`config.mk`:
```
export PLATFORM = sky130hd
export DESIGN_NAME = baud_rate_generator
export DESIGN_NICKNAME = d
export VERILOG_FILES = /design/src/debug_pkg.sv /design/src/baud_rate_generator.sv
export SDC_FILE = /design/constraint.sdc
export NUM_CORES = 1
export LEC_CHECK = 0
export BUFFER_PORTS_ARGS = -buffer_cell sky130_fd_sc_hd__buf_2
export CORE_AREA = 2 2 39 41
export CTS_CLUSTER_SIZE = 28
export DETAILED_ROUTE_END_ITERATION = 8
export DIE_AREA = 0 0 41 43
export PLACE_DENSITY = 0.37
export REMOVE_ABC_BUFFERS = 1
export SYNTH_ARGS = -nofsm -noshare
export SYNTH_HDL_FRONTEND = slang
export SYNTH_SLANG_ARGS = --single-unit
```
`constraint.sdc`:
```
create_clock -name i_clock -period 1.05 [get_ports i_clock]
set_input_delay 0.105 -clock i_clock [delete_from_list [all_inputs] [get_ports i_clock]]
set_output_delay 0.105 -clock i_clock [all_outputs]
set_load 0.03 [all_outputs]
```
`src/debug_pkg.sv`:
```
package debug_pkg;

    ////////////////////////////////////////
    // Clocking and UART framing.
    ////////////////////////////////////////

    localparam int CLOCK_FREQ_HZ    = 10_000_000;        // 100 ns system clock.
    localparam int BAUD_RATE        = 115200;
    localparam int OVERSAMPLE       = 16;                // Ticks per UART bit.
    localparam int TICK_DIVISOR     = CLOCK_FREQ_HZ / (OVERSAMPLE * BAUD_RATE);
    localparam int TICK_CNT_WIDTH   = $clog2(TICK_DIVISOR);
    localparam int SAMPLE_CNT_WIDTH = $clog2(OVERSAMPLE); // Tick position in a bit.
    localparam int STOP_BITS        = 2;
    localparam int STOP_CNT_WIDTH   = $clog2(STOP_BITS + 1);
    localparam int BYTE_WIDTH       = 8;
    localparam int BIT_CNT_WIDTH    = $clog2(BYTE_WIDTH);

    ////////////////////////////////////////
    // Program memory.
    ////////////////////////////////////////

    localparam int WORD_WIDTH     = 32;                   // Instruction width.
    localparam int ADDR_WIDTH     = 11;
    localparam int MEM_DEPTH      = 2048;                 // Must be 2**ADDR_WIDTH.
    localparam int BYTES_PER_WORD = WORD_WIDTH / BYTE_WIDTH;
    localparam int OPCODE_WIDTH   = 6;                    // Top bits of a word.
    localparam logic [OPCODE_WIDTH-1:0] HALT_OPCODE = '0;

    typedef logic [BYTE_WIDTH-1:0] byte_t;
    typedef logic [WORD_WIDTH-1:0] word_t;
    typedef logic [ADDR_WIDTH-1:0] addr_t;

    // Host command opcodes, one byte each.
    typedef enum logic [BYTE_WIDTH-1:0] {
        CMD_LOAD  = 8'h01,
        CMD_READ  = 8'h02,
        CMD_CLEAR = 8'h03
    } cmd_e;

    localparam byte_t REPLY_CLEAR_DONE = 8'hA5;
    localparam byte_t REPLY_BAD_CMD    = 8'hEE;  // Unknown opcode.

    // Debug unit states.
    typedef enum logic [2:0] {
        IDLE,
        LOAD_BYTES,
        WRITE_WORD,
        READ_ADDR,
        READ_MEM,
        SEND_BYTES,
        CLEAR_REQ,
        CLEAR_RELEASE
    } state_e;

endpackage

```
`src/baud_rate_generator.sv`:
```
`timescale 1ns/1ps

module baud_rate_generator (
    input  logic i_clock,
    input  logic i_rst_n,
    output logic o_tick
);

    import debug_pkg::*;

    logic [TICK_CNT_WIDTH-1:0] count_q;  // Cycles left until the next tick.

    // Down-counter, one tick per wrap.
    always_ff @(posedge i_clock or negedge i_rst_n) begin
        if (!i_rst_n) begin
            count_q <= TICK_CNT_WIDTH'(TICK_DIVISOR - 1);
            o_tick  <= 1'b0;
        end else if (count_q == '0) begin
            count_q <= TICK_CNT_WIDTH'(TICK_DIVISOR - 1);  // Reload.
            o_tick  <= 1'b1;
        end else begin
            count_q <= count_q - 1'b1;
            o_tick  <= 1'b0;
        end
    end

endmodule

```
* Word-level counts from Yosys, hierarchy flattened
Cells that the tools add are included.
** Operators by class
- $add $sub $neg :: 1
- Mux-type cells :: 2
- Reductions and logical operators :: 1
** Operators with widths (count)
- zero test 3 bit :: 1
- 2-to-1 mux 3 bit :: 1
- subtractor 3 x 1 -> 3 bit, second input constant :: 1
- 2-to-1 mux 1 bit :: 1
** Storage, ports and cells
- Register bits :: 4
- Input bits :: 2
- Output and inout bits :: 1
- Logic and storage cells :: 6

* Depth between registers and ports, before layout
- Depth in word-level cells :: 2
- Gate-level depth with buffers :: 3
- Depth with buffers taken out :: 3

* Worst setup path before layout
No wires, ideal clock.
- Kind :: reg2reg
- From :: reg count_q[2]
- To :: reg count_q[2]
- Library setup time :: 58 ps
- Arrival time :: 853 ps
- Data required time :: 992 ps
- Path slack :: 138 ps
- Cell stages (with the launch flop) :: 4
- Buffers on the path :: 0
- Clock period less this slack :: 912 ps
- Cell sequence :: dfstp_2 -> inv_1 -> ha_1 -> inv_1
** Between the ends
- Word-level cells in the longest chain between the ends :: 2
- Elaborated cells on any way between the ends :: 3
- Classes of those cells :: 1 x add/sub; 1 x mux; 1 x reduce/logical
** RTL lines
- start, declared :: RTL line baud_rate_generator.sv:11 : logic [TICK_CNT_WIDTH-1:0] count_q;
- start signal, assigned :: RTL line baud_rate_generator.sv:16 : count_q <= TICK_CNT_WIDTH'(TICK_DIVISOR - 1);
- start signal, assigned :: RTL line baud_rate_generator.sv:19 : count_q <= TICK_CNT_WIDTH'(TICK_DIVISOR - 1);
- start signal, assigned :: RTL line baud_rate_generator.sv:22 : count_q <= count_q - 1'b1;
- subtractor 3 x 1 -> 3 bit or zero test 3 bit (tied branches) :: RTL line baud_rate_generator.sv:22, baud_rate_generator.sv:18
- 2-to-1 mux 3 bit * :: RTL line baud_rate_generator.sv:18 : end else if (count_q == '0) begin
Every way passes the cells marked *; elsewhere a longest branch is shown, timed or not.

* Worst setup path after layout
Same ends and word-level chain as after synthesis.

==> metrics.sh <==
SYNTH_XOR_XNOR_AREA_SHARE_PCT=0
LAYOUT.CORE_UTILIZATION_PCT=15.3
SETUP_VIOL=0
CLOCKBUFFERDEPTH=2
SYNTH.AREA.TOP_CELLS='dfrtp_1 (52%), dfstp_2 (18%), ha_1 (8.6%), a21bo_1 (6.9%), inv_1 (5.2%)'
TIMING.CLOCK.SKEW_PS=2.67
MAXIMUM_NUMBER_OF_PINS_ON_ONE_NET_BEFORE_GLOBAL_ROUTE_REPAIR=5
CTS-RESIZED-GATES=0
POST_DRT_VIA_CELL_RATIO=2.59
NUM_ANTENNA_CELLS=0
RSZ0062_AT_GRT='false'
WORSTMARGINPINSLEW_PS=155
POSTSYNTH.TOPFLOPCELL='dfrtp_1'
DRTITER0DRC=0
HOLD_VIOLATIONS=0
CTS.HTREE.LEVELS=1
LAYOUT_WORST_PATH_CYCLE_SHARE_PCT=89.2
DIEWIDTH_UM=41
CORE_REGION_UM2=1380
YOSYS.AREA_SHARE.SIMPLE_PCT=9.48
CORE.ROWCOUNT=14
YS_TOP_CELLS_BY_COUNT='dfrtp_1 (3), inv_1 (2)'
SYNTH.AREA.MUX_SHARE_PCT=0
SEQ_AREA_FRAC_SYNTH_PCT=69.8
WORSTPATHARRIVAL_PS=1120
DETAIL-ROUTE-ANTENNA-NETS=0
MIN-DELAY-PATH-CLASS='input pin to async pin'
YOSYSWARNINGS=0
LARGEST_FAMILY_OF_LOGIC_CELLS_BY_SYNTHESIZED_AREA='simple AND/OR/NAND/NOR gates'
INITIAL_ANTENNA_VIOLATION_COUNT=0
POST-CTS-SETUP-BUFFER-COUNT=0
CP_MAX_FO=2
FMAXACHIEVABLE_GHz=1.07
VIA_COUNT_OF_THE_FIRST_GLOBAL_ROUTING_PASS=103
SYNTH-ASYNC-RESET-RATIO_PCT=100
HPWL_UM=156
WORSTPATHREQUIRED_PS=1230
TRITONCTS='built'
REPORT.FINAL.SLEW_VIOL_COUNT=0
CTS.ROOT.BUFFER_CELL='clkbuf_4'
SLEW_HEADROOM_PCT=89.7
NON_FILLER_INSTANCE_COUNT_AFTER_LAYOUT=34
WORST_SETUP_PATH_END_KIND='register'
AREA_GROWTH_PCT=45.7
CRITPATHLAUNCHTYPE='register'
PLACE.GP.CONGESTION=0.531
SYNTH_ADDER_AREA_SHARE_PCT=8.62
POST-SYNTH-TOP-AREA-FRACTION_PCT=51.7
PLACEMENT.IO_BUFFERS=2
ROUTED-VIA-COUNT=88
SETUP-TNS-FINAL_PS=0
FLOORPLAN.DIE_AREA_UM2=1760
GRT_OVERFLOW_TOTAL=0
INITIAL_UTILIZATION_PCT=10.5
VDD_IR_DROP_MAX_V=0.000580
TOTALWIRELENGTH_UM=237
NUM-NETS-FINAL=22
DRIVE_ABOVE_1_SHARE_PCT=38.9
DR.PASS1.ITERS=1
MAX-CAP-VIOLATIONS=0
SYNTH_MOST_COMMON_CELL='dfrtp_1'
POWER.DENSITY_nW_PER_UM2=1800
SEQUENTIAL_CELL_AREA_UM2=101
WORST_SKEW_PAIR.LATE_LATENCY_PS=240
WIRE_PER_INST_UM=6.97
HOLDBUFCOUNTCTS=1
TOTAL_NUMBER_OF_CLOCK_TREE_SINKS=4
SYNTH-COMPOUND-AREA-SHARE_PCT=6.90
DIE_Y_UM=43
CTS-BUFFERS-INSERTED=3
PERIOD_MINUS_SLACK_PS=936
YOSYS.AREA.TOP_TYPE='dfrtp_1'
P_LEAK_nW=0.113
DISTINCT_CELL_TYPE_COUNT_OF_THE_SYNTHESIZED_NETLIST=8
SYN-CELL-AREA_UM2=145
IO_PINS=3
SYNTH-EDFF-COUNT=0
NUMBER_OF_FLIP_FLOPS_AND_LATCHES_IN_THE_SYNTHESIZED_NETLIST=4
PATH_CLASS='register to register'
DP.CELLS=29
RUN_STATUS='finished clean'
SYN_INST=11
MULTI_INPUT_AREA_UM2=36.3
WIRE_LENGTH_OF_THE_FIRST_GLOBAL_ROUTING_PASS_UM=414
POWER.TOTAL_mW=0.381
FINAL.FILL_COUNT=147
SYN_AVG_CELL_AREA_UM2=13.2
CLKTRANSATPATHREGS_PS=40
DETAIL_ROUTE.DRC_VIOLATIONS=0
GRT_UTIL_ALL_LAYERS_PCT=4.92
-- logic make-up (layout without fill, tap and decap cells) --
kind of cell,Yosys count,after routing
AO/OA/AOI/OAI,1,1
buffers and inverters,2,9
adder cells (fa/ha/maj),1,1
flip-flops,4,4
AND/OR/NAND/NOR,3,3
-- through the flow --
stage / hold slack, ps / cell area, um^2 / setup WS (ps)
2_1_floorplan: -191 / 145 / 138
3_3_place_gp: -87.2 / 175 / 122
3_5_place_dp: -82.4 / 175 / 120
4_1_cts: 184 / 211 / 109
5_1_grt: 212 / 211 / 78.3
6_report: 193 / 211 / 114
-- sequential cells by signal, indices dropped and copies added (netlist names) --
signal and count:
count_q 3, o_tick 1
-- cell type report --
cell class	count	share of cell area, %
clock buffer	4	12.4
inverter	2	3.55
multi-input combinational	5	17.2
sequential	4	47.9
tap	16	9.47
timing repair buffer	3	9.47
-- critical path, stage by stage, from the launching register on --
cell     delay, ps
dfstp_2        520
inv_1           40
ha_1           270
inv_1           50
-- power by group --
group	switching [mW]	internal, mW	total, mW
Combinational	0.00327	0.00377	0.00703
Sequential	0	0.155	0.155
Clock	0.0760	0.143	0.219
Total	0.0793	0.302	0.381
-- worst paths after layout --
| path | startpoint | endpoint | slack (ps) | depth (start not counted) |
|---|---|---|---|---|
| max in group asynchronous | i_rst_n | count_q[2] | 650 | 2 |
| min in group i_clock | count_q[0] | count_q[0] | 460 | 1 |
| setup reg to reg | count_q[2] | count_q[2] | 110 | 3 |
| hold reg to reg | count_q[0] | count_q[0] | 460 | 1 |
| setup / recovery | count_q[2] | count_q[2] | 110 | 3 |
| hold / removal | i_rst_n | o_tick | 190 | 2 |
-- cells in the final DEF, fill, tap and decap left out, drive strengths merged --
| cell | netlist | routed |
|---|---|---|
| dlygate4sd3 | 0 | 1 |
| nor2 | 2 | 2 |
| ha | 1 | 1 |
| dfrtp | 3 | 3 |
| clkbuf | 0 | 4 |
| inv | 2 | 2 |
| nand2 | 1 | 1 |
| buf | 0 | 2 |
| a21bo | 1 | 1 |
| dfstp | 1 | 1 |
-- routing by layer --
layer | GRT usage, % | part of all wire, %
met1 | 4.19 | 49
met2 | 3.75 | 29
met3 | 9.42 | 22
met4 | 4.00 | 0
met5 | 0 | 0
Power figures use the tool's default switching activity.
