`src/debug_pkg.sv`:
```
package debug_pkg;

    ////////////////////////////////////////
    // Clocking and UART framing.
    ////////////////////////////////////////

    localparam int CLOCK_FREQ_HZ    = 10_000_000;        // 100 ns system clock.
    localparam int BAUD_RATE        = 115200;
    localparam int OVERSAMPLE       = 16;                // Ticks per UART bit.
    localparam int TICK_DIVISOR     = CLOCK_FREQ_HZ / (OVERSAMPLE * BAUD_RATE);
    localparam int TICK_CNT_WIDTH   = $clog2(TICK_DIVISOR);
    localparam int SAMPLE_CNT_WIDTH = $clog2(OVERSAMPLE); // Tick position in a bit.
    localparam int STOP_BITS        = 2;
    localparam int STOP_CNT_WIDTH   = $clog2(STOP_BITS + 1);
    localparam int BYTE_WIDTH       = 8;
    localparam int BIT_CNT_WIDTH    = $clog2(BYTE_WIDTH);

    ////////////////////////////////////////
    // Program memory.
    ////////////////////////////////////////

    localparam int WORD_WIDTH     = 32;                   // Instruction width.
    localparam int ADDR_WIDTH     = 11;
    localparam int MEM_DEPTH      = 2048;                 // Must be 2**ADDR_WIDTH.
    localparam int BYTES_PER_WORD = WORD_WIDTH / BYTE_WIDTH;
    localparam int OPCODE_WIDTH   = 6;                    // Top bits of a word.
    localparam logic [OPCODE_WIDTH-1:0] HALT_OPCODE = '0;

    typedef logic [BYTE_WIDTH-1:0] byte_t;
    typedef logic [WORD_WIDTH-1:0] word_t;
    typedef logic [ADDR_WIDTH-1:0] addr_t;

    // Host command opcodes, one byte each.
    typedef enum logic [BYTE_WIDTH-1:0] {
        CMD_LOAD  = 8'h01,
        CMD_READ  = 8'h02,
        CMD_CLEAR = 8'h03
    } cmd_e;

    localparam byte_t REPLY_CLEAR_DONE = 8'hA5;
    localparam byte_t REPLY_BAD_CMD    = 8'hEE;  // Unknown opcode.

    // Debug unit states.
    typedef enum logic [2:0] {
        IDLE,
        LOAD_BYTES,
        WRITE_WORD,
        READ_ADDR,
        READ_MEM,
        SEND_BYTES,
        CLEAR_REQ,
        CLEAR_RELEASE
    } state_e;

endpackage

```
`src/uart_tx.sv`:
```
`timescale 1ns/1ps

module uart_tx (
    input  logic             i_clock,
    input  logic             i_rst_n,
    input  logic             i_tick,
    input  logic             i_tx_start,
    input  debug_pkg::byte_t i_data,
    output logic             o_bit_tx,
    output logic             o_tx_done
);

    import debug_pkg::*;

    typedef enum logic [1:0] {TX_IDLE, TX_START, TX_DATA, TX_STOP} tx_state_e;

    tx_state_e                   state_q;
    logic [SAMPLE_CNT_WIDTH-1:0] tick_cnt_q;
    logic [BIT_CNT_WIDTH-1:0]    bit_cnt_q;
    logic [STOP_CNT_WIDTH-1:0]   stop_cnt_q;
    byte_t                       shift_q;
    logic                        bit_end;     // Last tick of the current bit.

    assign bit_end = i_tick && (tick_cnt_q == SAMPLE_CNT_WIDTH'(OVERSAMPLE - 1));

    always_ff @(posedge i_clock or negedge i_rst_n) begin
        if (!i_rst_n) begin
            state_q    <= TX_IDLE;
            tick_cnt_q <= '0;
            bit_cnt_q  <= '0;
            stop_cnt_q <= '0;
            o_bit_tx   <= 1'b1;                    // Idle high.
            o_tx_done  <= 1'b0;
        end else begin
            o_tx_done <= 1'b0;
            if (state_q == TX_IDLE) tick_cnt_q <= '0;
            else if (i_tick)        tick_cnt_q <= tick_cnt_q + 1'b1;
            case (state_q)
                TX_IDLE: if (i_tx_start) begin
                    o_bit_tx   <= 1'b0;            // Start bit.
                    bit_cnt_q  <= '0;
                    stop_cnt_q <= '0;
                    state_q    <= TX_START;
                end
                TX_START: if (bit_end) begin
                    o_bit_tx <= shift_q[0];
                    state_q  <= TX_DATA;
                end
                TX_DATA: if (bit_end) begin
                    bit_cnt_q <= bit_cnt_q + 1'b1;
                    if (bit_cnt_q == BIT_CNT_WIDTH'(BYTE_WIDTH - 1)) begin
                        o_bit_tx <= 1'b1;
                        state_q  <= TX_STOP;
                    end else begin
                        o_bit_tx <= shift_q[1];    // Next bit, before the shift.
                    end
                end
                TX_STOP: if (bit_end) begin
                    stop_cnt_q <= stop_cnt_q + 1'b1;
                    if (stop_cnt_q == STOP_CNT_WIDTH'(STOP_BITS - 1)) begin
                        o_tx_done <= 1'b1;
                        state_q   <= TX_IDLE;
                    end
                end
                default: state_q <= TX_IDLE;
            endcase
        end
    end

    // Byte latch and shift.
    always_ff @(posedge i_clock) begin
        if (state_q == TX_IDLE && i_tx_start) shift_q <= i_data;
        else if (state_q == TX_DATA && bit_end) shift_q <= shift_q >> 1;
    end

    // The debug unit only starts a byte once the previous frame is done.
    assert property (@(posedge i_clock) disable iff (!i_rst_n)
        i_tx_start |-> state_q == TX_IDLE);

endmodule

```
`config.mk`:
```
export PLATFORM = sky130hd
export DESIGN_NAME = uart_tx
export DESIGN_NICKNAME = d
export VERILOG_FILES = /design/src/debug_pkg.sv /design/src/uart_tx.sv
export SDC_FILE = /design/constraint.sdc
export NUM_CORES = 1
export LEC_CHECK = 0
export ABC_AREA = 0
export ABC_CLOCK_PERIOD_IN_PS = 4500
export BUFFER_PORTS_ARGS = -buffer_cell sky130_fd_sc_hd__buf_2
export CELL_PAD_IN_SITES_DETAIL_PLACEMENT = 0
export CELL_PAD_IN_SITES_GLOBAL_PLACEMENT = 1
export CORE_ASPECT_RATIO = 0.5
export CORE_UTILIZATION = 35
export CTS_BUF_LIST = sky130_fd_sc_hd__clkbuf_8
export DETAILED_ROUTE_END_ITERATION = 6
export PLACE_DENSITY = 0.6
export SYNTH_ARGS = -nofsm -noshare
export SYNTH_HDL_FRONTEND = slang
export SYNTH_SLANG_ARGS = --single-unit
export TNS_END_PERCENT = 50
```
`constraint.sdc`:
```
create_clock -name i_clock -period 4.5 [get_ports i_clock]
set_clock_uncertainty 0.15 [all_clocks]
set_input_delay 0.9 -clock i_clock [delete_from_list [all_inputs] [get_ports i_clock]]
set_output_delay 0.9 -clock i_clock [all_outputs]
set_load 0.005 [all_outputs]
```
# --- Yosys cells after proc, flatten, opt, wreduce, memory -nomap -nowiden ---
# Cells that the tools add are included.
# Widths: inputs -> output; s select.
word_totals:
  ff_bits: 21
  out_inout_bits: 2
  n_memories: 0
  inputBits: 12
  latchBits: 0
  rom_bits: 0
  word_cells: 60
  ram_bits: 0
classes:
  mux: 25
  eq_ne: 12
  n_bitwise: 0
  n_shift: 0
  magnitude_cmp: 0
  n_mul: 0
  div: 0
  reduce_logical: 13
  add_sub_neg: 3
op_table:
  columns: ["cell", "n"]
  rows:
  - ["$mux 2", 8]
  - ["$mux 8", 2]
  - ["$ne 2x2->1 const B", 6]
  - ["$mux 4", 2]
  - ["$pmux 2 s4", 1]
  - ["$reduce_bool 2->1", 4]
  - ["$mux 1", 7]
  - ["$mux 3", 2]
  - ["$pmux 3 s2", 1]
  - ["$reduce_and 3->1", 2]
  - ["$reduce_and 6->1", 1]
  - ["$add 4x1->4 const B", 1]
  - ["$eq 2x1->1 const B", 2]
  - ["$eq 2x2->1 const B", 2]
  - ["$eq 4x4->1 const B", 1]
  - ["$pmux 2 s2", 1]
  - ["$reduce_and 4->1", 1]
  - ["$add 3x1->3 const B", 1]
  - ["$eq 3x3->1 const B", 1]
  - ["$logic_and 1x1->1", 3]
  - ["$pmux 1 s3", 1]
  - ["$reduce_bool 3->1", 1]
  - ["$add 2x1->2 const B", 1]
  - ["$logic_not 2->1", 1]

# --- Longest topological paths before layout ---
logic_depth:
  ltp_word: 5
  ltp_mapped: 6
  mapped_depth_nobuf: 6

# --- Worst setup path after synthesis ---
# Ideal clock, no wire load.
synth_path:
  path_kind: "input to register"
  start: "input port i_tick"
  end: "register shift_q[0] (enable)"
  path_stages: 3
  path_buffers: 1
  setup_slack_ns: 2.119
  setup_ns: 0.384
  arrival_ns: 1.847
  t_required_ns: 3.966
  cell_sequence: "nand4_2 clkbuf_1 o21ai_0"
synth_via:
  elab_chain_len: 3
synth_lines:
  columns: ["element", "line", "source"]
  rows:
  - ["start, declared", "uart_tx.sv:6", "input logic i_tick,"]
  - ["$logic_and 1x1->1", "uart_tx.sv:24", "assign bit_end = i_tick && (tick_cnt_q == SAMPLE_CNT_WIDTH'(OVERSAMPLE - 1));"]
  - ["$logic_and 1x1->1", "uart_tx.sv:73", "else if (state_q == TX_DATA && bit_end) shift_q <= shift_q >> 1;"]
  - ["$reduce_bool 2->1 (no source line)", null, null]
  - ["end signal, assigned", "uart_tx.sv:72", "if (state_q == TX_IDLE && i_tx_start) shift_q <= i_data;"]
  - ["end signal, assigned", "uart_tx.sv:73", null]
  - ["end, declared", "uart_tx.sv:21", "byte_t shift_q;"]
# No other way between the ends.
# A chain may end at the register's enable or synchronous reset.

# --- Worst setup path in the final report ---
layout_path:
  start: "input port i_tick"
  end: "register shift_q[7] (enable)"
# The elaborated chain is that of the path after synthesis.

==> metrics.cfg <==
[power]
ir_drop_uv=232
finalPower_uw=694
pwr_density_cell_nw_per_um2=531
p_leak_uw=0.000591

[timing]
min_period_ns=2.51
holdWs_ns=0.374
tns_ns=0
tightest_slew_ns=1.01
relSlewSlack_pct=31.9
final_max_slew_viol_count=0
period_share_pct=55.7
hold_viol=0
fmaxAchievable_ghz=0.399
setup_violations=0
grt_setup_unrepaired=false

[final_layout]
regArea_sq_um=567
multi_input_area_sq_um=559
antenna_cells=0
drive_above_1_share_pct=24.4
nets=140
fillers=313
area_growth_pct=12.3
layout.cells.non_filler=159

[routing]
ant_nets=0
vias=806
drc=0
drtIter0Drc=32
avgViaCountPerCell=5.07
drtPass1Iterations=4
wirelength_um=2220
wl_per_cell_um=14.0

[logic_synthesis]
synth-edff-count=8
yosys_warnings=0
syn_inst=106
synth.avg_cell_area_sq_um=11.0
synth-seq-cells=21
syn_area_sq_um=1160
synth_flop_cell=dfrtp_1
postSynth.asyncResetShare_pct=61.9
syn_nets=126
ys_seq_area_share_pct=48.7
ys_types=33

[placement]
place_hpwl_um=1610
io_buffer_count=13
place.gp.congestion=0.667
dp.cells=155

[clock_tree]
post_cts_buffers=0
cts_max_path_buffers=2
clock-sinks=21
hold_buffers=0
tritoncts=yes
clk_pin_slew_worst_paths_ns=0.08
cts_buffers=3
cts_resized=0
ctsHtreeMaxLevel=1
cts_root_buffer=clkbuf_8
clkLatencyLatePin_ns=0.26

[floorplan]
ios=14
die_h_um=42.8
dieArea_sq_um=3570
die_w_um=83.5
start_util_pct=37.7
core_area_sq_um=3080
rows=14

[critical_path]
rrSetupSlack_ns=2.02
endpoint=shift_q[7]
cp_max_fo=13
crit_arrival_ns=2.24
r2r_cells=4
slowest_delay_ns=0.90
critical_path_class=primary input to flip-flop
worstReg2RegEnd=shift_q[7]
crit_slowest_cell=o21ai_0
startpoint=i_tick
required_ns=4.24
critPathCaptureType=flip-flop
cp-start-kind=primary input
path_cells=buf_2 -> nand4_2 -> o21ai_0
r2r-start=state_q[0]

[grt]
grt_max_degree=14
grt_pass1_wl_um=3770
antenna_found_initial=0
track_usage_pct=13.9
grt_pass1_vias=746
overflow=0

[run_status]
status=complete, no violations

[run]
cap_violations=0

[worst_hold_path]
min_path_type=primary input to asynchronous set/reset pin

==> final cells by class <==
cell class | count | area share (%)
Clock buffer | 3 | 3.16
Timing Repair Buffer | 13 | 4.98
Inverter | 5 | 1.44
Tap cell | 40 | 3.83
Sequential cell | 21 | 43.4
Multi-Input combinational cell | 76 | 42.8
Clock inverter | 1 | 0.383
==> report_power, final <==
part           switching (uW)  internal, uW  total (uW)
Clock                    63.7          61.7         125
Combinational             149           125         274
Sequential               36.3           258         294
Total                     249           445         694
==> registers in the layout, summed over array words and instances (netlist names) <==
name        cells
stop_cnt_q      2
o_tx_done       1
shift_q         8
state_q         2
bit_cnt_q       3
o_bit_tx        1
tick_cnt_q      4
==> routing by layer <==
layer / GRT usage (%) / wire (um)
met1: 20.4 / 1250
met2: 20.0 / 865
met3: 4.28 / 91
met4: 3.05 / 10
met5: 0 / 0
==> through the flow <==
step	cell area (sq um)	setup WS (ns)	util [%]
finish	1310	1.99	42.4
global route	1310	1.76	42.4
CTS	1310	1.94	42.4
detailed placement	1260	1.65	40.9
global placement	1260	1.71	40.9
floorplan	1160	2.12	-
==> layout by cell type (no fill, tap or decap) <==
master	instances
a211o_1	1
a21boi_0	1
a21oi_1	10
a21oi_2	1
a221o_1	1
a22oi_1	1
a41o_1	1
and3_1	2
and4_1	1
buf_2	13
clkbuf_8	3
clkinv_1	1
clkinv_2	1
dfrtp_1	12
dfstp_2	1
edfxtp_1	8
ha_1	8
inv_1	4
mux2_2	7
mux2_4	1
mux2i_1	3
nand2_1	12
nand3_1	4
nand4_1	1
nand4_2	1
nor2_1	6
nor2b_1	1
nor3_1	2
nor3b_1	2
o21ai_0	2
o221ai_1	3
or3b_4	1
xnor2_1	1
xor2_1	2
==> synthesized netlist by cell type (2+ instances only) <==
cell type,number,area (sq um)
a21oi_1,10,50.1
and3_1,2,12.5
clkbuf_1,3,11.3
dfrtp_1,12,300
edfxtp_1,8,240
ha_1,8,100
inv_1,4,15.0
mux2_2,7,78.8
mux2i_1,3,30.0
nand2_1,12,45.0
nand3_1,4,20.0
nor2_1,6,22.5
nor3_1,2,10.0
nor3b_1,2,15.0
o21ai_0,2,10.0
o221ai_1,3,26.3
xor2_1,2,17.5
==> worst min-delay path by stage <==
| stage | start | endpoint | slack (ns) |
|---|---|---|---|
| global route | i_rst_n | state_q[0] | 0.39 |
| CTS | i_rst_n | bit_cnt_q[2] | 0.38 |
| detailed placement | stop_cnt_q[1] | stop_cnt_q[1] | 0.38 |
| global placement | shift_q[7] | shift_q[6] | 0.38 |
| finish | i_rst_n | bit_cnt_q[2] | 0.37 |
| floorplan | stop_cnt_q[1] | stop_cnt_q[1] | 0.35 |
==> worst max-delay path: cells and delay by family <==
kind                   cells  cell delay (ns)
AO/OA/AOI/OAI              1             0.90
buffers and inverters      1             0.15
AND/OR/NAND/NOR            1             0.29
==> logic make-up (layout without fill, tap and decap cells) <==
logic type                 after synthesis  in the layout  share of synthesized area (%)
DFF                                     21             21                           48.7
adders and majority gates                8              8                           8.60
xor gates and xnor gates                 3              3                           2.26
buffers and inverters                    9             22                           3.23
muxes                                   11             11                           10.6
and+or+nand+nor                         33             33                           14.6
AOI/OAI and AO/OA                       21             21                           11.9
Note: power is estimated with default switching activity, not from simulation.
