### src/debug_pkg.sv
package debug_pkg;

    ////////////////////////////////////////
    // Clocking and UART framing.
    ////////////////////////////////////////

    localparam int CLOCK_FREQ_HZ    = 10_000_000;        // 100 ns system clock.
    localparam int BAUD_RATE        = 115200;
    localparam int OVERSAMPLE       = 16;                // Ticks per UART bit.
    localparam int TICK_DIVISOR     = CLOCK_FREQ_HZ / (OVERSAMPLE * BAUD_RATE);
    localparam int TICK_CNT_WIDTH   = $clog2(TICK_DIVISOR);
    localparam int SAMPLE_CNT_WIDTH = $clog2(OVERSAMPLE); // Tick position in a bit.
    localparam int STOP_BITS        = 2;
    localparam int STOP_CNT_WIDTH   = $clog2(STOP_BITS + 1);
    localparam int BYTE_WIDTH       = 8;
    localparam int BIT_CNT_WIDTH    = $clog2(BYTE_WIDTH);

    ////////////////////////////////////////
    // Program memory.
    ////////////////////////////////////////

    localparam int WORD_WIDTH     = 32;                   // Instruction width.
    localparam int ADDR_WIDTH     = 11;
    localparam int MEM_DEPTH      = 2048;                 // Must be 2**ADDR_WIDTH.
    localparam int BYTES_PER_WORD = WORD_WIDTH / BYTE_WIDTH;
    localparam int OPCODE_WIDTH   = 6;                    // Top bits of a word.
    localparam logic [OPCODE_WIDTH-1:0] HALT_OPCODE = '0;

    typedef logic [BYTE_WIDTH-1:0] byte_t;
    typedef logic [WORD_WIDTH-1:0] word_t;
    typedef logic [ADDR_WIDTH-1:0] addr_t;

    // Host command opcodes, one byte each.
    typedef enum logic [BYTE_WIDTH-1:0] {
        CMD_LOAD  = 8'h01,
        CMD_READ  = 8'h02,
        CMD_CLEAR = 8'h03
    } cmd_e;

    localparam byte_t REPLY_CLEAR_DONE = 8'hA5;
    localparam byte_t REPLY_BAD_CMD    = 8'hEE;  // Unknown opcode.

    // Debug unit states.
    typedef enum logic [2:0] {
        IDLE,
        LOAD_BYTES,
        WRITE_WORD,
        READ_ADDR,
        READ_MEM,
        SEND_BYTES,
        CLEAR_REQ,
        CLEAR_RELEASE
    } state_e;

endpackage

### src/debug_unit.sv
`timescale 1ns/1ps

module debug_unit (
    input  logic             i_clock,
    input  logic             i_rst_n,
    input  logic             i_rx_done,
    input  debug_pkg::byte_t i_rx_data,
    input  logic             i_tx_done,
    output logic             o_tx_start,
    output debug_pkg::byte_t o_tx_data,
    output debug_pkg::addr_t o_mem_addr,
    output debug_pkg::word_t o_mem_wdata,
    input  debug_pkg::word_t i_mem_rdata,
    output logic             o_mem_write_en,
    output logic             o_mem_read_en,
    output logic             o_soft_reset_req,
    input  logic             i_soft_reset_ack,
    output logic             o_program_loaded
);

    import debug_pkg::*;

    state_e     state_q;
    logic [1:0] byte_cnt_q;    // Bytes taken of the current word or address.
    word_t      word_q;        // Instruction being assembled.
    addr_t      addr_q;        // Write pointer or read address.
    word_t      reply_q;       // Reply bytes, top byte goes out first.
    logic [2:0] send_left_q;   // Reply bytes still to send.
    logic       tx_wait_q;     // Byte started, waiting on done.
    logic       rd_wait_q;     // Read issued, data due this cycle.
    logic       last_word;

    // Single byte reply, left aligned.
    function automatic word_t one_byte(byte_t b);
        return {b, {(WORD_WIDTH - BYTE_WIDTH){1'b0}}};
    endfunction

    assign o_mem_addr       = addr_q;
    assign o_mem_wdata      = word_q;
    assign o_mem_write_en   = (state_q == WRITE_WORD);
    assign o_mem_read_en    = (state_q == READ_MEM) && !rd_wait_q;
    assign o_soft_reset_req = (state_q == CLEAR_REQ);          // Held until ack.
    assign o_tx_data        = reply_q[WORD_WIDTH-1 -: BYTE_WIDTH];
    assign last_word        = (word_q[WORD_WIDTH-1 -: OPCODE_WIDTH] == HALT_OPCODE)
                           || (addr_q == addr_t'(MEM_DEPTH - 1)); // HALT or full.

    ////////////////////////////////////////
    // Command FSM.
    ////////////////////////////////////////

    always_ff @(posedge i_clock or negedge i_rst_n) begin
        if (!i_rst_n) begin
            state_q          <= IDLE;
            byte_cnt_q       <= '0;
            word_q           <= '0;
            addr_q           <= '0;
            reply_q          <= '0;
            send_left_q      <= '0;
            tx_wait_q        <= 1'b0;
            rd_wait_q        <= 1'b0;
            o_tx_start       <= 1'b0;
            o_program_loaded <= 1'b0;
        end else begin
            o_tx_start <= 1'b0;                                // One-cycle pulse.
            case (state_q)
                IDLE: if (i_rx_done) begin
                    byte_cnt_q <= '0;
                    addr_q     <= '0;                          // Loads start at 0.
                    case (cmd_e'(i_rx_data))
                        CMD_LOAD:  state_q <= LOAD_BYTES;
                        CMD_READ:  state_q <= READ_ADDR;
                        CMD_CLEAR: state_q <= CLEAR_REQ;
                        default: begin
                            reply_q     <= one_byte(REPLY_BAD_CMD);
                            send_left_q <= 3'd1;
                            state_q     <= SEND_BYTES;
                        end
                    endcase
                end
                LOAD_BYTES: if (i_rx_done) begin
                    word_q     <= {word_q[WORD_WIDTH-BYTE_WIDTH-1:0], i_rx_data}; // MSB first.
                    byte_cnt_q <= byte_cnt_q + 1'b1;
                    if (byte_cnt_q == 2'(BYTES_PER_WORD - 1)) state_q <= WRITE_WORD;
                end
                WRITE_WORD: begin                              // Write strobe this cycle.
                    if (last_word) begin
                        reply_q          <= one_byte(addr_q[BYTE_WIDTH-1:0] + 1'b1);
                        send_left_q      <= 3'd1;
                        o_program_loaded <= 1'b1;
                        state_q          <= SEND_BYTES;
                    end else begin
                        addr_q  <= addr_q + 1'b1;
                        state_q <= LOAD_BYTES;
                    end
                end
                READ_ADDR: if (i_rx_done) begin
                    addr_q     <= addr_t'({addr_q, i_rx_data}); // High byte top bits drop.
                    byte_cnt_q <= byte_cnt_q + 1'b1;
                    if (byte_cnt_q == 2'd1) state_q <= READ_MEM;
                end
                READ_MEM: begin
                    rd_wait_q <= !rd_wait_q;
                    if (rd_wait_q) begin
                        reply_q     <= i_mem_rdata;
                        send_left_q <= 3'(BYTES_PER_WORD);
                        state_q     <= SEND_BYTES;
                    end
                end
                SEND_BYTES: begin
                    if (!tx_wait_q) begin
                        o_tx_start <= 1'b1;
                        tx_wait_q  <= 1'b1;
                    end else if (i_tx_done) begin
                        tx_wait_q   <= 1'b0;
                        reply_q     <= reply_q << BYTE_WIDTH;  // Next byte to the top.
                        send_left_q <= send_left_q - 1'b1;
                        if (send_left_q == 3'd1) state_q <= IDLE;
                    end
                end
                CLEAR_REQ: if (i_soft_reset_ack) state_q <= CLEAR_RELEASE;
                CLEAR_RELEASE: if (!i_soft_reset_ack) begin    // Four-phase done.
                    o_program_loaded <= 1'b0;
                    reply_q          <= one_byte(REPLY_CLEAR_DONE);
                    send_left_q      <= 3'd1;
                    state_q          <= SEND_BYTES;
                end
                default: state_q <= IDLE;
            endcase
        end
    end

    // Request stays up until the memory has acknowledged the clear.
    assert property (@(posedge i_clock) disable iff (!i_rst_n)
        $fell(o_soft_reset_req) |-> $past(i_soft_reset_ack));

endmodule

### config.mk
export PLATFORM = sky130hd
export DESIGN_NAME = debug_unit
export DESIGN_NICKNAME = d
export VERILOG_FILES = /design/src/debug_pkg.sv /design/src/debug_unit.sv
export SDC_FILE = /design/constraint.sdc
export NUM_CORES = 1
export LEC_CHECK = 0
export BUFFER_PORTS_ARGS = -buffer_cell sky130_fd_sc_hd__buf_2
export CAP_MARGIN = 20
export CORE_ASPECT_RATIO = 0.5
export CORE_MARGIN = 2
export CORE_UTILIZATION = 45
export DETAILED_ROUTE_END_ITERATION = 10
export PLACE_DENSITY = 0.71
export SETUP_SLACK_MARGIN = 0.2
export SLEW_MARGIN = 10
export SYNTH_ARGS = -nofsm -noshare
export SYNTH_HDL_FRONTEND = slang
export SYNTH_SLANG_ARGS = --single-unit
export TNS_END_PERCENT = 5
### constraint.sdc
create_clock -name i_clock -period 2.13 [get_ports i_clock]
set_input_delay 0.3195 -clock i_clock [delete_from_list [all_inputs] [get_ports i_clock]]
set_output_delay 0.3195 -clock i_clock [all_outputs]
set_load 0.01 [all_outputs]
After elaboration in Yosys (flattened, before gate mapping):

Cells that the tools add are included.

* bits of input ports: 45
* word-level logic and storage cells: 104
* register bits after elaboration: 87
* output and inout bits: 56

* reduce and logical (&&, ||, !) cells: 17
* mux-type cells: 44
* add/subtract/negate cells: 4
* eq/ne operators: 29

Operator list (count)
* $mux W32: 7
* $pmux W32 S5: 1
* $mux W3: 19
* $mux W11: 3
* $pmux W11 S3: 1
* $ne A2 B2 Y1 const B: 12
* $pmux W3 S8: 1
* $eq A8 B2 Y1 const B: 2
* $pmux W3 S5: 1
* $eq A3 B3 Y1 const B: 4
* $add A11 B1 Y11 const B: 1
* $eq A11 B11 Y1 const B: 1
* $reduce_and A11 Y1: 1
* $pmux W3 S3: 1
* $add A8 B1 Y8 const B: 1
* $eq A8 B1 Y1 const B: 1
* $reduce_and A8 Y1: 1
* $eq A3 B1 Y1 const B: 2
* $eq A3 B2 Y1 const B: 2
* $logic_not A6 Y1: 1
* $mux W1: 6
* $ne A2 B1 Y1 const B: 3
* $reduce_and A3 Y1: 2
* $reduce_bool A5 Y1: 1
* other kinds (17): 19

Longest topological paths before layout:

Gate-level depths: netlist of the first run.

* depth in word-level cells: 5
* mapped depth: 8
* depth with buffers taken out: 6

Worst setup path after synthesis of the first run:

OpenSTA, ideal clock, no wires.

* kind: reg2reg
* start: register addr_q[0], in the netlist o_mem_addr[0]
* end: register addr_q[2], in the netlist o_mem_addr[2]
* path slack: 85 ps
* cell stages (with the launch flop): 9
* data required time: 2004 ps
* arrival: 1919 ps
* setup time: 126 ps
* cells stage by stage: dfrtp_1 > ha_1 > and3_1 > buf_4 > nand4_4 > a21oi_4 > or2_1 > buf_6 > a221o_1

* cells in the longest elaborated chain, start to end: 4
* elaborated cells on any way between the ends: 7
* classes of those cells: add/sub: 1; eq/ne: 2; mux: 2; reduce/logical: 2

Ends and longest elaborated chain
* start, declared: line debug_unit.sv:26 `addr_t addr_q;`
* start signal, assigned: line debug_unit.sv:92 `addr_q <= addr_q + 1'b1;`
* start signal, assigned: line debug_unit.sv:97 `addr_q <= addr_t'({addr_q, i_rx_data});`
* branches (longest 4 deep; another with $add A11 B1 Y11)

Several ways; the timed one is not identified. The select of a mux whose other input is x is not followed.
A chain may end at the register's enable or synchronous reset.

Worst setup path after layout of the first run:

* start: register state_q[1]
* end: register reply_q[31]

* cells in the longest elaborated chain, start to end: 3
* elaborated cells on any way between the ends: 15
* classes of those cells: eq/ne: 11; mux: 1; reduce/logical: 3

Ends and longest elaborated chain
* start, declared: line debug_unit.sv:23 `state_e state_q;`
* start signal, assigned: line debug_unit.sv:53 `state_q <= IDLE;`
* start signal, assigned: line debug_unit.sv:70 `CMD_LOAD: state_q <= LOAD_BYTES;`
* start signal, assigned: line debug_unit.sv:71 `CMD_READ: state_q <= READ_ADDR;`
* $eq A3 B2 Y1, or another cell as far along: line debug_unit.sv:65 `case (state_q)`
* $reduce_bool A5 Y1 (no source line), or another cell as far along
* $reduce_and A8 Y1 (no source line)
* end signal, assigned: line debug_unit.sv:74 `reply_q <= one_byte(REPLY_BAD_CMD);`
* end signal, assigned: line debug_unit.sv:87 `reply_q <= one_byte(addr_q[BYTE_WIDTH-1:0] + 1'b1);`
* end signal, assigned: line debug_unit.sv:104 `reply_q <= i_mem_rdata;`
* end, declared: line debug_unit.sv:27 `word_t reply_q;`

Parallel ways exist; a longest one is shown, timed or not.

==> impl_metrics.py, run 1 <==
metrics = {
    "clock_tree": {
        "clk_latency_ns": 0.35,
        "cts_sinks": 87,
        "cts.htree.levels": 3,
        "cts_tree": "done",
        "cts_buffers": 9,
        "clockBufferDepth": 2,
        "clockRootBuffer": "clkbuf_16",
        "path_clk_slew_ns": 0.07,
    },
    "global_route": {
        "gr-total-overflow": 0,
        "grt_pass1_wl_um": 17780,
        "grt_max_degree": 35,
        "grt_usage": 0.2076,
        "antenna_found_initial": 1,
        "grt_pass1_vias": 3473,
    },
    "floorplan": {
        "chipHeight_um": 75.37,
        "fp-row-count": 25,
        "start_util": 0.4743,
        "io-pin-count": 101,
        "fp.dieW_um": 146.7,
        "dieArea_um2": 11060,
        "core-area_um2": 9666,
    },
    "synthesis": {
        "synth_common_cells": "dfrtp_1, mux2_2, nand2_1",
        "ys_seq_area_frac": 0.4749,
        "yosysMostFrequentCell": "dfrtp_1",
        "ys_warn_count": 0,
        "yosysUniqueCellTypes": 61,
        "synth_area_um2": 4584,
        "synth_nets": 458,
        "yosys-top-cells-area": "dfrtp_1, mux2_2, mux2_4, o21ai_0, nand2_1",
        "avgSynthCellArea_um2": 11.24,
        "syn_inst": 408,
        "synth_edf_count": 0,
        "yosysTopAreaCell": "dfrtp_1",
        "async_reset_ff_frac": 1.000,
        "postSynthRegisterBits": 87,
        "synth-main-ff-cell": "dfrtp_1",
        "netlist.area_leader.share": 0.4749,
    },
    "setup_path": {
        "r2r-start": "state_q[1]",
        "start_kind": "register",
        "arrival_ns": 2.11,
        "end_kind": "register",
        "worstSetupPathType": "register to register",
        "required_ns": 2.36,
        "critPathMaxFanout": 10,
        "critPathLaunch": "state_q[1]",
    },
    "routing": {
        "finalWirelength_um": 10830,
        "num_vias": 3517,
        "wl_per_cell_um": 16.39,
        "drc": 0,
        "antenna_left": 0,
        "first_pass_iters": 4,
        "via_per_inst": 5.321,
        "drtIter0Drc": 232,
    },
    "layout": {
        "fin_nets": 571,
        "syn_to_final_growth_pct": 25.11,
        "fin_cells": 661,
        "nFillCells": 791,
        "layout-drive-gt1-share": 0.4392,
        "diodes": 0,
    },
    "sta": {
        "setup_viol": 0,
        "tightest_slew_ns": 0.4729,
        "min_period_ns": 1.875,
        "slew_headroom": 0.6844,
        "tns_ns": 0,
        "finClkSkew_ns": 0.008956,
        "hold_viol": 0,
        "worst_slack_ns": 0.2545,
        "slew_violations": 0,
        "clock.fmax_ghz": 0.5332,
        "rsz0062_at_grt": "yes",
        "period_share": 0.8805,
    },
    "power_and_ir_drop": {
        "p_leak_nw": 2.773,
        "power_density_nw_per_um2": 1398,
        "power_mw": 8.017,
        "ir_drop_mv": 0.7302,
    },
    "worst_hold_path": {
        "min_from": "i_mem_rdata[6]",
        "hold_path.class": "input port to register",
    },
    "run_status": {
        "outcome": "completed",
    },
    "placement": {
        "portBuffers": 100,
        "hpwl_um": 7809,
        "place_ws_ns": 0.02565,
        "gp_congestion": 0.8831,
        "placed_cells": 639,
    },
    "run": {
        "maxCapViolations": 0,
    },
}
[worst paths after layout]
path / endpoint / slack [ns] / cells after the start
worst max-delay path: reply_q[31] / 0.25 / 6
worst min-delay path: reply_q[6] / 0.21 / 3
min in group asynchronous: reply_q[4] / 0.45 / 2
worst min register to register: o_tx_start / 0.48 / 1
max in group asynchronous: o_mem_wdata[22] / 1.02 / 3
worst max register to register: reply_q[31] / 0.25 / 6
[logic make-up after synthesis]
| logic type | count (synthesis) | synth area share |
|---|---|---|
| AOI/OAI and AO/OA | 93 | 0.1381 |
| xor gates and xnor gates | 7 | 0.01337 |
| adders and majority gates | 5 | 0.01365 |
| buffers and inverters | 47 | 0.05622 |
| DFF | 87 | 0.4749 |
| muxes | 73 | 0.1927 |
| and+or+nand+nor | 96 | 0.1111 |
[critical path, stage by stage, from the launching register on]
cell and delay (ns):
dfrtp_2 0.47, buf_4 0.19, nor2b_1 0.24, nand2_1 0.25
o22ai_1 0.24, o21ai_0 0.11, mux2_2 0.26
[layout by cell type (no fill, tap or decap), types with 6 or more instances in the layout]
master and instances:
buf_2 99, inv_1 14, clkbuf_16 9, a22oi_1 6, o21ai_0 26, a22o_1 10, mux2_2 39, buf_4 27
a21oi_1 13, nand2_1 33, nor2_1 20, dfrtp_1 82, nand3_1 6, mux2_4 20, mux2i_1 11
[state kept, by name, indices dropped and copies added, names as in the netlist]
| name | cells |
|---|---|
| o_mem_wdata | 32 |
| reply_q | 32 |
| o_mem_addr | 11 |
| send_left_q | 3 |
| state_q | 3 |
| byte_cnt_q | 2 |
| o_program_loaded | 1 |
| o_tx_start | 1 |
| rd_wait_q | 1 |
| tx_wait_q | 1 |
[through the flow]
step | hold WS (ns) | cell area [um2] | utilization
finish | 0.2060 | 5736 | 0.5934
global route | 0.2140 | 5736 | 0.5934
CTS | 0.1944 | 5668 | 0.5864
detailed placement | 0.2882 | 5340 | 0.5525
global placement | 0.2828 | 5340 | 0.5525
floorplan | 0.02391 | 4608 | -
[report_power, final]
group          total (mW)  internal (mW)  switching [mW]
Sequential           2.75           2.29           0.461
Combinational        3.66           1.93            1.73
Clock                1.61          0.944           0.666
Total                8.02           5.16            2.85
[repair_timing]
action / 4_1_cts / 5_1_grt
pin swaps: 0 / 0
hold buffers: 1 / 0
setup endpoints to repair: 34 / 36
hold endpoints to repair: 30 / 0
gates resized for setup: 3 / 8
setup buffers: 0 / 5
[metal layers]
| layer | routed length, um | share of wire | global-route usage | vias up |
|---|---|---|---|---|
| li1 | - | - | - | 1686 |
| met1 | 5227 | 0.48 | 0.2878 | 1697 |
| met2 | 4718 | 0.44 | 0.3266 | 117 |
| met3 | 719 | 0.066 | 0.05629 | 15 |
| met4 | 150 | 0.014 | 0.06149 | 2 |
| met5 | 17 | 0.0016 | 0 | - |
[final cells by class]
cell class	count	area (um2)	share of cell area
clock buffer	10	239.0	0.04167
multi-input combinational	274	2202	0.3839
sequential	87	2183	0.3807
inverter	17	63.81	0.01113
timing repair buffer	132	808.3	0.1409
clock inverter	6	70.07	0.01222
tap	135	168.9	0.02945
No activity file was read; power rests on OpenSTA's default activity.
==> run 2: changes to the inputs <==
- PLACE_DENSITY: 0.71 -> 0.68
- RECOVER_POWER: unset -> 50
- clock period: 2.13 -> 1.9 ns (I/O delays scaled with it)
==> impl_metrics.py, run 2 (same netlist as run 1, synthesis figures left out) <==
metrics = {
    "run_status": {
        "outcome": "completed",
    },
    "worst_hold_path": {
        "min_from": "i_mem_rdata[7]",
        "hold_depth": 3,
        "hold_path.class": "input port to register",
        "hold-path-endpoint": "reply_q[7]",
    },
    "sta": {
        "setup_viol": 0,
        "clock.fmax_ghz": 0.5550,
        "finClkSkew_ns": 0.007373,
        "period_share": 0.9483,
        "min_period_ns": 1.802,
        "slew_headroom": 0.4628,
        "tightest_slew_ns": 0.8059,
        "slew_violations": 0,
        "tns_ns": 0,
        "hold_viol": 0,
        "rsz0062_at_grt": "yes",
    },
    "routing": {
        "drtIter0Drc": 286,
        "drc": 0,
        "num_vias": 3754,
        "via_per_inst": 5.417,
        "finalWirelength_um": 11850,
        "wl_per_cell_um": 17.10,
        "first_pass_iters": 6,
        "antenna_left": 0,
    },
    "floorplan": {
        "dieArea_um2": 11060,
        "start_util": 0.4743,
        "fp-row-count": 25,
        "chipHeight_um": 75.37,
        "core-area_um2": 9666,
        "io-pin-count": 101,
        "fp.dieW_um": 146.7,
    },
    "clock_tree": {
        "clk_latency_ns": 0.34,
        "cts_sinks": 87,
        "cts.htree.levels": 3,
        "cts_tree": "done",
        "cts_buffers": 9,
        "clockBufferDepth": 2,
        "clockRootBuffer": "clkbuf_16",
        "path_clk_slew_ns": 0.06,
    },
    "layout": {
        "layout-drive-gt1-share": 0.4355,
        "nFillCells": 811,
        "final_design_area_no_fill_um2": 6113,
        "multi_input_area_um2": 2261,
        "fin_nets": 604,
        "syn_to_final_growth_pct": 33.35,
        "layout_commonest_cell": "dfrtp_1",
        "regArea_um2": 2181,
        "mostFrequentLayoutCells": "dfrtp_1, buf_2, buf_4",
        "final_util": 0.6325,
        "diodes": 0,
    },
    "power_and_ir_drop": {
        "power_density_nw_per_um2": 1585,
        "p_leak_nw": 2.917,
        "switching_share": 0.3500,
        "sequentialPowerShare": 0.318,
        "ir_drop_mv": 0.8751,
        "intPower_mw": 6.299,
        "power_frac_comb": 0.489,
        "p_sw_mw": 3.392,
        "p_clk_frac": 0.193,
    },
    "setup_path": {
        "critPathBufInv": 1,
        "critPathMaxFanout": 6,
        "worstSetupPathType": "register to register",
        "slowest_stage": "dfrtp_2",
        "end_kind": "register",
        "max_stage_delay_ns": 0.43,
        "path_common_cell": "nand3_4",
        "start_kind": "register",
        "crit_chain": "ha_4, and3_4, nand4_4, nand3_4, nand3_4, clkbuf_16, mux2_2",
        "reg2reg_to": "reply_q[31]",
        "crit_cells": 7,
        "r2r-start": "o_mem_addr[1]",
        "arrival_ns": 2.02,
        "critPathLaunch": "o_mem_addr[1]",
        "r2r_slack_ns": 0.1,
        "required_ns": 2.12,
        "reg2reg_depth": 7,
        "path_delay_family": "simple AND/OR/NAND/NOR gates",
    },
    "placement": {
        "postPlaceCellArea_um2": 5513,
        "gp_congestion": 0.8830,
        "hpwl_um": 8060,
        "portBuffers": 100,
    },
    "global_route": {
        "grt_pass1_wl_um": 18300,
        "grt_pass1_vias": 3580,
        "grt_usage": 0.2143,
        "gr-total-overflow": 0,
        "grt_max_degree": 34,
        "antenna_found_initial": 0,
    },
    "run": {
        "maxCapViolations": 0,
    },
}
[run 2: changes by cell type in the layout (fill, tap and decap cells not counted), sizes merged]
| cell | previous run | this run |
|---|---|---|
| clkinvlp | 3 | 1 |
| bufinv | 1 | 2 |
| clkbuf | 10 | 44 |
| buf | 131 | 128 |
| or2 | 1 | 2 |
| clkinv | 2 | 3 |
[run 2: area by class of cell]
class	count	share of cell area
clock buffers	9	0.03684
well taps	135	0.02763
flip-flops and latches	87	0.3567
clock inverters	6	0.01412
multi-input cells	275	0.3698
repair buffers	164	0.1824
inverters	17	0.01248
[run 2: how the worst max path moves through the flow]
stage | end | slack [ns]
floorplan | o_mem_addr[0] | -0.009
global placement | o_mem_addr[5] | 0.03
detailed placement | o_mem_addr[5] | -0.02
CTS | reply_q[25] | 0.08
global route | o_mem_addr[0] | 0.04
finish | reply_q[31] | 0.1
[run 2: worst min-delay path, delay by kind of cell]
kind / cells / cell delay, ns
buffers and inverters: 1 / 0.09
multiplexers: 1 / 0.05
AND/OR/NAND/NOR: 1 / 0.04
[run 2: stage by stage]
stage	hold WS, ns	power (mW)	std cells	setup WS, ns
after floorplan	-0.01059	5.949	408	-0.008594
after detailed placement	0.2662	7.395	657	-0.01514
final	0.1779	9.691	693	0.09830
after CTS	0.1718	9.358	680	0.08174
after global routing	0.1929	10.30	693	0.04099
after global placement	0.2633	7.266	657	0.02563
[run 2: repair_timing]
action / CTS / global route
pin swaps: 2 / 9
cloned: 1 / 4
resized for setup: 4 / 29
buffers inserted: 6 / 9
hold endpoints to repair: 27 / 0
hold buffers: 1 / 0
setup endpoints to repair: 81 / 82
[run 2: layer usage]
metal  routed length (um)  part of all wire  vias to the layer above  global-route usage
met5                    0                 0                        -                   0
met4                  110            0.0093                        0             0.04962
met3                  768             0.065                       11             0.04970
met2                 5391              0.46                      145              0.3563
met1                 5578              0.47                     1844              0.2936
li1                     -                 -                     1754                   -
[run 2: power by group through the flow]
stage               combinational, mW  sequential (mW)  clock, mW
floorplan                        2.86             3.09          0
global placement                 4.22             3.04          0
detailed placement               4.31             3.09          0
CTS                              4.40             3.05       1.91
global route                     5.13             3.17       2.01
finish                           4.74             3.08       1.87
==> run 3: changes to the inputs <==
- PLACE_DENSITY: 0.68 -> 0.69
- SLEW_MARGIN: 10 -> unset
==> impl_metrics.py, run 3 (same netlist as run 1, synthesis figures left out) <==
metrics = {
    "floorplan": {
        "fp-row-count": 25,
        "io-pin-count": 101,
        "dieArea_um2": 11060,
        "chipHeight_um": 75.37,
        "fp.dieW_um": 146.7,
        "core-area_um2": 9666,
        "start_util": 0.4743,
    },
    "layout": {
        "layout_commonest_cell": "dfrtp_1",
        "diodes": 0,
        "final_design_area_no_fill_um2": 6192,
        "syn_to_final_growth_pct": 35.07,
        "fin_nets": 610,
        "final_util": 0.6406,
        "layout-drive-gt1-share": 0.4460,
        "mostFrequentLayoutCells": "dfrtp_1, buf_2, buf_4",
    },
    "clock_tree": {
        "clockRootBuffer": "clkbuf_16",
        "path_clk_slew_ns": 0.06,
        "cts_tree": "done",
        "cts.htree.levels": 3,
        "cts_sinks": 87,
        "clk_latency_ns": 0.35,
        "cts_buffers": 9,
        "clockBufferDepth": 2,
    },
    "power_and_ir_drop": {
        "sequentialPowerShare": 0.310,
        "power_density_nw_per_um2": 1610,
        "p_leak_nw": 2.953,
        "p_clk_frac": 0.182,
        "intPower_mw": 6.485,
        "ir_drop_mv": 0.7232,
        "power_frac_comb": 0.508,
        "switching_share": 0.3496,
        "power_mw": 9.970,
        "p_sw_mw": 3.485,
    },
    "routing": {
        "num_vias": 3727,
        "drtIter0Drc": 254,
        "first_pass_iters": 5,
        "finalWirelength_um": 11900,
        "via_per_inst": 5.324,
        "antenna_left": 0,
        "drc": 0,
        "wl_per_cell_um": 17.00,
    },
    "sta": {
        "tns_ns": 0,
        "setup_viol": 0,
        "clock.fmax_ghz": 0.5445,
        "rsz0062_at_grt": "yes",
        "hold_ws_ns": 0.1697,
        "tightest_slew_ns": 0.7952,
        "slew_violations": 0,
        "hold_viol": 0,
        "finClkSkew_ns": 0.007761,
        "slew_headroom": 0.4698,
        "period_share": 0.9666,
        "min_period_ns": 1.837,
    },
    "placement": {
        "gp_congestion": 0.9046,
        "postPlaceCellArea_um2": 5503,
        "portBuffers": 100,
        "hpwl_um": 7962,
    },
    "setup_path": {
        "critPathMaxFanout": 8,
        "arrival_ns": 2.06,
        "reg2reg_depth": 6,
        "worstSetupPathType": "register to register",
        "end_kind": "register",
        "start_kind": "register",
        "required_ns": 2.12,
    },
    "global_route": {
        "grt_pass1_wl_um": 18690,
        "antenna_found_initial": 0,
        "grt_max_degree": 35,
        "grt_pass1_vias": 3547,
        "gr-total-overflow": 0,
        "grt_usage": 0.2216,
    },
    "worst_hold_path": {
        "hold_depth": 3,
        "hold_path.class": "input port to register",
    },
    "run": {
        "maxCapViolations": 0,
    },
    "run_status": {
        "outcome": "completed",
    },
}
[run 3: changes by cell type in the layout (fill, tap and decap cells not counted), moves of 3 or more]
cell / change
buf_4: +4
clkbuf_16: -4
mux2_1: +3
mux2_4: -4
[run 3: worst paths after layout]
| kind | start | to | slack [ns] |
|---|---|---|---|
| min reg2reg | tx_wait_q | o_tx_start | 0.48 |
| max reg2reg | o_mem_wdata[29] | o_mem_addr[0] | 0.06 |
| max in group asynchronous | i_rst_n | o_mem_wdata[22] | 0.32 |
| min | i_mem_rdata[3] | reply_q[3] | 0.17 |
| min in group asynchronous | i_rst_n | reply_q[5] | 0.56 |
| max | o_mem_wdata[29] | o_mem_addr[0] | 0.06 |
[run 3: timing repair]
action / 4_1_cts / 5_1_grt
pin swaps: 8 / 4
resized for setup: 33 / 7
setup endpoints to repair: 78 / 83
endpoints found under the hold margin: 29 / 0
hold buffers: 1 / 0
cloned: 4 / 0
setup buffers: 16 / 4
[run 3: area by class of cell]
type,instances,area [um2]
inverter,17,73.82
clock inverter,6,68.82
sequential,87,2183
multi-input combinational,274,2275
clock buffer,10,239.0
timing repair buffer,171,1184
fill,787,3473
tap,135,168.9
[run 3: stage by stage]
stage	setup slack [ns]	cells
finish	0.06341	700
global route	-0.05240	700
CTS	0.07798	696
detailed placement	0.01361	659
global placement	0.03321	659
floorplan	-0.008594	408
[run 3: metal layers]
layer,share of wire,GRT usage,vias to the layer above,routed length [um]
li1,-,-,1766,-
met1,0.47,0.3074,1819,5563
met2,0.46,0.3589,130,5477
met3,0.062,0.05150,12,739
met4,0.010,0.06041,0,122
met5,0,0,-,0
[run 3: power by group through the flow]
stage,logic [mW],clock network (mW),registers [mW]
after floorplan,2.86,0,3.09
after global placement,4.18,0,3.05
after detailed placement,4.26,0,3.07
after CTS,5.05,1.85,3.05
after global routing,5.44,1.95,3.18
final,5.06,1.81,3.09
[run 3: worst max-delay path: stages (launching register included)]
cell     delay, ns
dfrtp_1       0.40
nor4_2        0.34
nand2_2       0.16
buf_6         0.15
a21oi_4       0.14
or2_4         0.19
mux2_1        0.34
